==> config.mk <==
export PLATFORM = sky130hd
export DESIGN_NAME = armCore
export DESIGN_NICKNAME = d
export VERILOG_FILES = /design/src/logic/armPkg.sv /design/src/logic/armCore.sv /design/src/logic/retireStage.sv /design/src/logic/executeStage.sv /design/src/logic/decodeStage.sv /design/src/logic/regFile.sv /design/src/logic/hazardUnit.sv
export SDC_FILE = /design/constraint.sdc
export NUM_CORES = 1
export LEC_CHECK = 0
export BUFFER_PORTS_ARGS = -buffer_cell sky130_fd_sc_hd__buf_2
export CORE_MARGIN = 4
export CORE_UTILIZATION = 60
export CTS_BUF_LIST = sky130_fd_sc_hd__clkbuf_8
export DETAILED_ROUTE_END_ITERATION = 7
export PLACE_DENSITY_LB_ADDON = 0.05
export SLEW_MARGIN = 20
export SYNTH_ARGS = -nofsm -noshare
export SYNTH_HDL_FRONTEND = slang
export SYNTH_HIERARCHICAL = 1
export SYNTH_SLANG_ARGS = --single-unit
==> constraint.sdc <==
create_clock -name clk -period 9.7 [get_ports clk]
set_clock_uncertainty 0.15 [all_clocks]
set_input_delay 0.97 -clock clk [delete_from_list [all_inputs] [get_ports clk]]
set_output_delay 0.97 -clock clk [all_outputs]
set_load 0.02 [all_outputs]
==> src/logic/armPkg.sv <==
package armPkg;

  typedef logic [3:0] regAddrT;
  typedef logic [31:0] wordT;

  typedef struct packed {
    logic n;
    logic z;
    logic c;
    logic v;
  } flagsT;

  // Encodings match the data-processing opcode field, bits 24 to 21
  typedef enum logic [3:0] {
    aluAnd = 4'b0000,
    aluEor = 4'b0001,
    aluSub = 4'b0010,
    aluAdd = 4'b0100,
    aluOrr = 4'b1100,
    aluMov = 4'b1101
  } aluOpT;

  typedef enum logic [1:0] {
    fwdNone = 2'b00,
    fwdMem  = 2'b01,
    fwdWb   = 2'b10
  } fwdSelT;

  // Decode to execute, 116 bits
  typedef struct packed {
    wordT    rd1;
    wordT    rd2;
    wordT    imm;
    regAddrT ra1;
    regAddrT ra2;
    regAddrT wa3;
    aluOpT   aluOp;
    logic    immSel;
    logic    setFlags;
    logic    usesRn;
    logic    regWrite;
  } decToExeT;

  // Execute to memory and writeback, 43 bits
  typedef struct packed {
    wordT    aluResult;
    regAddrT wa3;
    logic    regWrite;
    logic    setFlags;
    logic    keepCv;
    flagsT   flagsNext;
  } exeToRetT;

  // Architectural NOP hint, its opcode lies outside the supported set
  localparam wordT nopInstr = 32'hE320_F000;

endpackage
==> src/logic/armCore.sv <==
`timescale 1ns/100ps

module armCore #(
  parameter armPkg::wordT resetPc = 32'h0000_0000
) (
  input  logic            clk,
  input  logic            rstN,
  input  armPkg::wordT    instrF,
  output armPkg::wordT    pcF,
  output logic            regWriteW,
  output armPkg::regAddrT wa3W,
  output armPkg::wordT    resultW,
  output armPkg::flagsT   flags
);

  import armPkg::*;

  wordT     pcPlus8;
  wordT     rd1;
  wordT     rd2;
  regAddrT  ra1;
  regAddrT  ra2;
  decToExeT decPayload;
  exeToRetT exePayload;
  regAddrT  ra1E;
  regAddrT  ra2E;
  fwdSelT   fwdA;
  fwdSelT   fwdB;
  wordT     aluOutM;
  regAddrT  wa3M;
  logic     regWriteM;

  decodeStage #(.resetPc(resetPc)) decode (
    .clk(clk), .rstN(rstN), .instrF(instrF), .rd1(rd1), .rd2(rd2),
    .pcF(pcF), .pcPlus8(pcPlus8), .ra1(ra1), .ra2(ra2), .decPayload(decPayload)
  );

  // R15 reads as the decode instruction's address plus 8
  regFile rf (
    .clk(clk), .we(regWriteW), .ra1(ra1), .ra2(ra2), .wa3(wa3W), .wd3(resultW),
    .r15(pcPlus8), .rd1(rd1), .rd2(rd2)
  );

  executeStage execute (
    .clk(clk), .rstN(rstN), .decPayload(decPayload), .fwdA(fwdA), .fwdB(fwdB),
    .aluOutM(aluOutM), .resultW(resultW), .ra1E(ra1E), .ra2E(ra2E),
    .exePayload(exePayload)
  );

  hazardUnit hazard (
    .ra1E(ra1E), .ra2E(ra2E), .wa3M(wa3M), .regWriteM(regWriteM),
    .wa3W(wa3W), .regWriteW(regWriteW), .fwdA(fwdA), .fwdB(fwdB)
  );

  retireStage retire (
    .clk(clk), .rstN(rstN), .exePayload(exePayload), .aluOutM(aluOutM),
    .wa3M(wa3M), .regWriteM(regWriteM), .regWriteW(regWriteW), .wa3W(wa3W),
    .resultW(resultW), .flags(flags)
  );

endmodule

==> src/logic/retireStage.sv <==
`timescale 1ns/100ps

module retireStage (
  input  logic             clk,
  input  logic             rstN,
  input  armPkg::exeToRetT exePayload,
  output armPkg::wordT     aluOutM,
  output armPkg::regAddrT  wa3M,
  output logic             regWriteM,
  output logic             regWriteW,
  output armPkg::regAddrT  wa3W,
  output armPkg::wordT     resultW,
  output armPkg::flagsT    flags
);

  import armPkg::*;

  exeToRetT memReg;
  exeToRetT wbReg;
  flagsT    flagsReg;

  always_ff @(posedge clk) begin
    memReg <= exePayload;
    wbReg  <= memReg;
    if (!rstN) begin
      memReg.regWrite <= 1'b0;
      memReg.setFlags <= 1'b0;
      wbReg.regWrite  <= 1'b0;
      wbReg.setFlags  <= 1'b0;
    end
  end

  assign aluOutM   = memReg.aluResult;
  assign wa3M      = memReg.wa3;
  assign regWriteM = memReg.regWrite;
  assign regWriteW = wbReg.regWrite;
  assign wa3W      = wbReg.wa3;
  assign resultW   = wbReg.aluResult;

  // Committed flags merged with the writeback instruction's update
  always_comb begin
    flags = flagsReg;
    if (wbReg.setFlags) begin
      flags.n = wbReg.flagsNext.n;
      flags.z = wbReg.flagsNext.z;
      if (!wbReg.keepCv) begin
        flags.c = wbReg.flagsNext.c;
        flags.v = wbReg.flagsNext.v;
      end
    end
  end

  always_ff @(posedge clk) begin
    if (!rstN) begin
      flagsReg <= '0;
    end else begin
      flagsReg <= flags;
    end
  end

endmodule

==> src/logic/executeStage.sv <==
`timescale 1ns/100ps

module executeStage (
  input  logic             clk,
  input  logic             rstN,
  input  armPkg::decToExeT decPayload,
  input  armPkg::fwdSelT   fwdA,
  input  armPkg::fwdSelT   fwdB,
  input  armPkg::wordT     aluOutM,
  input  armPkg::wordT     resultW,
  output armPkg::regAddrT  ra1E,
  output armPkg::regAddrT  ra2E,
  output armPkg::exeToRetT exePayload
);

  import armPkg::*;

  decToExeT exeReg;
  wordT     srcA;
  wordT     regB;
  wordT     srcB;
  wordT     bIn;
  wordT     sum;
  logic     carry;
  logic     isSub;
  logic     isArith;
  logic     overflow;
  wordT     result;

  // Reset clears the control bits so the slot holds a bubble
  always_ff @(posedge clk) begin
    exeReg <= decPayload;
    if (!rstN) begin
      exeReg.regWrite <= 1'b0;
      exeReg.setFlags <= 1'b0;
    end
  end

  function automatic wordT pickOperand(input fwdSelT sel, input wordT regVal,
                                       input wordT memVal, input wordT wbVal);
    case (sel)
      fwdMem:  return memVal;
      fwdWb:   return wbVal;
      default: return regVal;
    endcase
  endfunction

  assign srcA = exeReg.usesRn ? pickOperand(fwdA, exeReg.rd1, aluOutM, resultW) : '0;
  assign regB = pickOperand(fwdB, exeReg.rd2, aluOutM, resultW);
  assign srcB = exeReg.immSel ? exeReg.imm : regB;

  // Shared adder where SUB adds the inverted operand plus one
  assign isSub = (exeReg.aluOp == aluSub);
  assign isArith = isSub || (exeReg.aluOp == aluAdd);
  assign bIn = isSub ? ~srcB : srcB;
  assign {carry, sum} = {1'b0, srcA} + {1'b0, bIn} + {32'b0, isSub};
  assign overflow = (srcA[31] == bIn[31]) && (sum[31] != srcA[31]);

  always_comb begin
    case (exeReg.aluOp)
      aluAnd:         result = srcA & srcB;
      aluEor:         result = srcA ^ srcB;
      aluSub, aluAdd: result = sum;
      // ORR and also MOV since its srcA is zero
      default:        result = srcA | srcB;
    endcase
  end

  assign ra1E = exeReg.ra1;
  assign ra2E = exeReg.ra2;

  always_comb begin
    exePayload.aluResult   = result;
    exePayload.wa3         = exeReg.wa3;
    exePayload.regWrite    = exeReg.regWrite;
    exePayload.setFlags    = exeReg.setFlags;
    exePayload.keepCv      = !isArith;
    exePayload.flagsNext.n = result[31];
    exePayload.flagsNext.z = (result == '0);
    // Candidate C and V are dropped when keepCv is set
    exePayload.flagsNext.c = carry;
    exePayload.flagsNext.v = overflow;
  end

endmodule

==> src/logic/decodeStage.sv <==
`timescale 1ns/100ps

module decodeStage #(
  parameter armPkg::wordT resetPc = 32'h0000_0000
) (
  input  logic               clk,
  input  logic               rstN,
  input  armPkg::wordT       instrF,
  input  armPkg::wordT       rd1,
  input  armPkg::wordT       rd2,
  output armPkg::wordT       pcF,
  output armPkg::wordT       pcPlus8,
  output armPkg::regAddrT    ra1,
  output armPkg::regAddrT    ra2,
  output armPkg::decToExeT   decPayload
);

  import armPkg::*;

  wordT        pcReg;
  wordT        instrD;
  logic        opSupported;
  aluOpT       aluOpD;
  logic [63:0] immDouble;
  wordT        rotImm;

  // Fetch address, no stalls so it always advances
  always_ff @(posedge clk) begin
    if (!rstN) begin
      pcReg <= resetPc;
    end else begin
      pcReg <= pcReg + 32'd4;
    end
  end

  always_ff @(posedge clk) begin
    if (!rstN) begin
      instrD <= nopInstr;
    end else begin
      instrD <= instrF;
    end
  end

  assign pcF = pcReg;
  // PC has moved one word past the decode instruction already
  assign pcPlus8 = pcReg + 32'd4;

  assign aluOpD = aluOpT'(instrD[24:21]);

  always_comb begin
    opSupported = 1'b0;
    if (instrD[27:26] == 2'b00) begin
      case (instrD[24:21])
        aluAnd, aluEor, aluSub, aluAdd, aluOrr, aluMov: opSupported = 1'b1;
        default: opSupported = 1'b0;
      endcase
    end
  end

  // Rotate right by twice the rotate field
  assign immDouble = {24'b0, instrD[7:0], 24'b0, instrD[7:0]};
  assign rotImm = wordT'(immDouble >> {instrD[11:8], 1'b0});

  // Rn and Rm
  assign ra1 = instrD[19:16];
  assign ra2 = instrD[3:0];

  always_comb begin
    decPayload.rd1      = rd1;
    decPayload.rd2      = rd2;
    decPayload.imm      = rotImm;
    decPayload.ra1      = ra1;
    decPayload.ra2      = ra2;
    decPayload.wa3      = instrD[15:12];
    decPayload.aluOp    = aluOpD;
    decPayload.immSel   = instrD[25];
    decPayload.setFlags = instrD[20] & opSupported;
    decPayload.usesRn   = (aluOpD != aluMov);
    decPayload.regWrite = opSupported;
  end

endmodule

==> src/logic/regFile.sv <==
`timescale 1ns/100ps

module regFile (
  input  logic            clk,
  input  logic            we,
  input  armPkg::regAddrT ra1,
  input  armPkg::regAddrT ra2,
  input  armPkg::regAddrT wa3,
  input  armPkg::wordT    wd3,
  input  armPkg::wordT    r15,
  output armPkg::wordT    rd1,
  output armPkg::wordT    rd2
);

  import armPkg::*;

  wordT regs [0:14];

  always_ff @(posedge clk) begin
    if (we && wa3 != 4'd15) begin
      regs[wa3] <= wd3;
    end
  end

  // Write data bypasses straight to the read ports
  function automatic wordT readPort(input regAddrT ra);
    if (ra == 4'd15) begin
      return r15;
    end else if (we && wa3 == ra) begin
      return wd3;
    end
    return regs[ra];
  endfunction

  always_comb begin
    rd1 = readPort(ra1);
    rd2 = readPort(ra2);
  end

endmodule

==> src/logic/hazardUnit.sv <==
`timescale 1ns/100ps

module hazardUnit (
  input  armPkg::regAddrT ra1E,
  input  armPkg::regAddrT ra2E,
  input  armPkg::regAddrT wa3M,
  input  logic            regWriteM,
  input  armPkg::regAddrT wa3W,
  input  logic            regWriteW,
  output armPkg::fwdSelT  fwdA,
  output armPkg::fwdSelT  fwdB
);

  import armPkg::*;

  // Memory stage holds the younger result, so it wins
  function automatic fwdSelT selectSource(input regAddrT ra);
    if (regWriteM && wa3M == ra) begin
      return fwdMem;
    end else if (regWriteW && wa3W == ra) begin
      return fwdWb;
    end
    return fwdNone;
  endfunction

  always_comb begin
    fwdA = selectSource(ra1E);
    fwdB = selectSource(ra2E);
  end

endmodule

==> impl_metrics.yaml <==
drt:
  wl_per_cell_um: 27.9
  routed_wl_mm: 110
  drt-initial-drc-count: 2974
  drcViolationCount: 0
  vias_per_cell: 6.56
  ant_nets: 0
  first_pass_iters: 6
  vias: 26000
setup_path:
  cp_data_required_time_ns: 10.19
  reg2reg_depth: 22
  criticalPathCategory: "register to register"
  start_kind: "register"
  arrival_ns: 7.65
  cp_max_fo: 32
  path_cells: "xor2_1 > nor3_1 > nand3_1 > nor2_1 > ha_2 > a22oi_1 > nor2_1 > a21oi_1 > o21ai_0 > xor2_1 > inv_1 > fa_1 > nor2b_1 > o2111ai_1 > a21oi_1 > o211ai_1 > and3_1 > o2111a_1 > a211o_1 > or4_1 > or4_1 > nor4_2"
  critPathSlowestCell: "ha_2"
  rr_startpoint: "retire/wa3W[1]$_DFF_P_"
  reg2reg_to: "retire/memReg[2]$_DFF_P_"
  cp-end-kind: "register"
  rrSetupSlack_ns: 2.55
  critPathMaxStageDelay_ns: 0.72
cts:
  clkSinkCount: 744
  numCtsBuffers: 118
  cts_buffer_depth: 3
  hold_buffers: 0
  htreeDepth: 3
  post_cts_buffers: 0
  cts_resized: 0
  cts.reportedPaths.clkPinSlew_ns: 0.06
  cts_tree: "yes"
  clockRootBuffer: "clkbuf_8"
  clk_latency_ns: 0.75
timing:
  fmax_mhz: 140
  min_period_over_period: 0.738
  slew_violations: 0
  rsz0062_at_grt: "no"
  finalHoldViolations: 0
  tns_ns: 0
  setup_viol: 0
  worst_pin_slew_ns: 1.20
  maxSlewHeadroom: 0.200
  finalCriticalPeriod_ns: 7.15
  hold-worst-slack_ns: 0.176
floorplan:
  fp.dieW_um: 260
  start_util: 0.606
  ioPinCount: 107
  fp-row-count: 92
  dieHeight_um: 260
  core_sq_um: 63000
  die_area_sq_um: 67700
power_and_ir_drop:
  sw_frac_of_total: 0.270
  ir_drop_mv: 0.128
  power_density_nw_per_um2: 182
  combPwrFrac: 0.126
  seq_power_share: 0.503
  clockPowerShare: 0.371
  p_int_mw: 5.38
  p_leak_nw: 14.6
  power.switching_mw: 1.99
yosys:
  synth_area_leaders: "edfxtp_1 38%, dfxtp_1 14%, mux4_2 9.5%, buf_4 3.9%, ha_1 3.3%"
  synth_edf_count: 480
  synth_ff_type: "edfxtp_1"
  synth_common_cells: "480 x edfxtp_1, 264 x dfxtp_1, 256 x nand2_1, 200 x buf_4, 161 x mux4_2"
  ys_ff_latch: 744
  synth.yosys.seq_area_share: 0.517
  postSynthAreaPerCell_sq_um: 12.3
  yosysWarnings: 6
  synth_top_area_frac: 0.378
  synth.distinct_cells: 87
  synth_area_sq_um: 38100
  synth_most_common_cell: "edfxtp_1"
  syn_inst: 3108
  synth_top_area_cell: "edfxtp_1"
  async_flop_share: 0
global_route:
  grt_overflow: 0
  grt.total_usage: 0.322
  antenna_found_initial: 4
  grt_pass1_wl_mm: 162
  grt_pass1_vias: 25900
  grt_max_degree: 129
layout:
  utilization: 0.644
  final_nets: 3148
  syn_to_final_growth_pct: 6.30
  fillers: 4855
  drive_gt1_frac: 0.208
worst_hold_path:
  hold_path.class: "register to register"
  worstHoldEndpoint: "execute/exePayload[8]$_DFF_P_"
  hold_start: "decode/instrD[13]$_SDFF_PN1_"
  min_path_cells: 0
placement:
  place_congestion: 0.924
  portBuffers: 100
  hpwl_mm: 68.0
status:
  status: "finished, final reports clean"
flow_run:
  cap_violations: 0
==> critical path, delay by kind of cell, from the launching register on <==
| family | cells | cell delay (ns) |
|---|---|---|
| adder cells (fa/ha/maj) | 2 | 1.16 |
| AND/OR/NAND/NOR | 9 | 2.38 |
| buffers and inverters | 1 | 0.09 |
| XOR/XNOR | 2 | 0.37 |
| flip-flops | 1 | 0.71 |
| AO/OA/AOI/OAI | 8 | 2.22 |
==> power groups by stage <==
stage	Sequential, mW	Combinational, mW	Clock, mW
2_1_floorplan	3.65	0.801	0
3_3_place_gp	3.76	0.901	0
3_5_place_dp	3.77	0.919	0
4_1_cts	3.70	0.923	2.78
5_1_grt	3.72	1.00	2.95
6_report	3.70	0.927	2.73
==> cells by family (layout without fill, tap and decap cells) <==
family | after synthesis | in the layout | share of synthesized area
AO/OA/AOI/OAI | 675 | 675 | 0.122
XOR/XNOR | 90 | 90 | 0.0207
adder cells (fa/ha/maj) | 102 | 102 | 0.0337
buffers and inverters | 479 | 483 | 0.0711
flip-flops | 744 | 744 | 0.517
multiplexers | 361 | 361 | 0.151
other | 1 | 5 | 0.0000983
AND/OR/NAND/NOR | 656 | 656 | 0.0854
==> registers in the layout (all words and copies together) (netlist names), 6 cells and up <==
name / cells
rf/regs: 480
execute/exeReg: 102
retire/aluOutM: 32
retire/resultW: 32
decode/pcF: 30
decode/instrD: 28
execute/exePayload: 6
retire/memReg: 6
retire/wbReg: 6
==> per-layer routing <==
layer	routed length (um)	GRT usage	part of all wire	up-vias
li1	-	-	-	11400
met1	44100	0.434	0.40	13000
met2	51500	0.512	0.47	1301
met3	9740	0.0625	0.088	247
met4	5190	0.148	0.047	0
met5	0	0	0	-
==> area by class of cell <==
type                       count  area, sq um  share of cell area
sequential                   744        19700               0.487
inverter                      91          342             0.00843
timing repair buffer         169         1030              0.0254
multi-input combinational   1888        15900               0.392
clock buffer                 140         1930              0.0475
tap                          846         1060              0.0261
antenna                        1         2.50           0.0000617
clock inverter                83          554              0.0137
==> how the worst max path moves through the flow <==
stage / start / to / slack, ns / cells past startpoint
finish: retire/wa3W[1]$_DFF_P_ / retire/memReg[2]$_DFF_P_ / 2.55 / 22
global route: retire/wa3W[1]$_DFF_P_ / retire/memReg[2]$_DFF_P_ / 2.18 / 22
CTS: retire/wa3W[1]$_DFF_P_ / retire/memReg[2]$_DFF_P_ / 2.72 / 22
detailed placement: retire/wa3W[1]$_DFF_P_ / retire/memReg[2]$_DFF_P_ / 2.73 / 22
global placement: retire/wa3W[1]$_DFF_P_ / retire/memReg[2]$_DFF_P_ / 2.78 / 22
floorplan: retire/wa3M[0]$_DFF_P_ / retire/memReg[2]$_DFF_P_ / 4.07 / 21
==> cells in the final DEF (no fill, tap or decap), types with 38 or more instances in the layout <==
| master | count |
|---|---|
| xor2_1 | 56 |
| mux2_2 | 69 |
| nor2_1 | 75 |
| mux4_2 | 161 |
| and2_1 | 47 |
| buf_4 | 68 |
| a211oi_1 | 71 |
| a21oi_1 | 103 |
| dfxtp_1 | 256 |
| clkbuf_8 | 140 |
| nand2b_1 | 51 |
| nor3_1 | 47 |
| a22oi_1 | 97 |
| o21ai_0 | 145 |
| ha_1 | 99 |
| nand3_1 | 38 |
| o22ai_1 | 47 |
| mux2i_1 | 126 |
| inv_1 | 122 |
| buf_2 | 100 |
| nand2_1 | 256 |
| edfxtp_1 | 480 |
==> metrics by stage <==
stage	total power [mW]	instances	worst slack, ns	instance area, sq um
after floorplan	4.45	3111	4.07	38200
after global placement	4.66	3738	2.78	38100
after detailed placement	4.69	3738	2.73	38100
after CTS	7.41	3961	2.72	40500
after global routing	7.66	3962	2.18	40500
final	7.36	3962	2.55	40500
No activity file was read; power rests on OpenSTA's default activity.
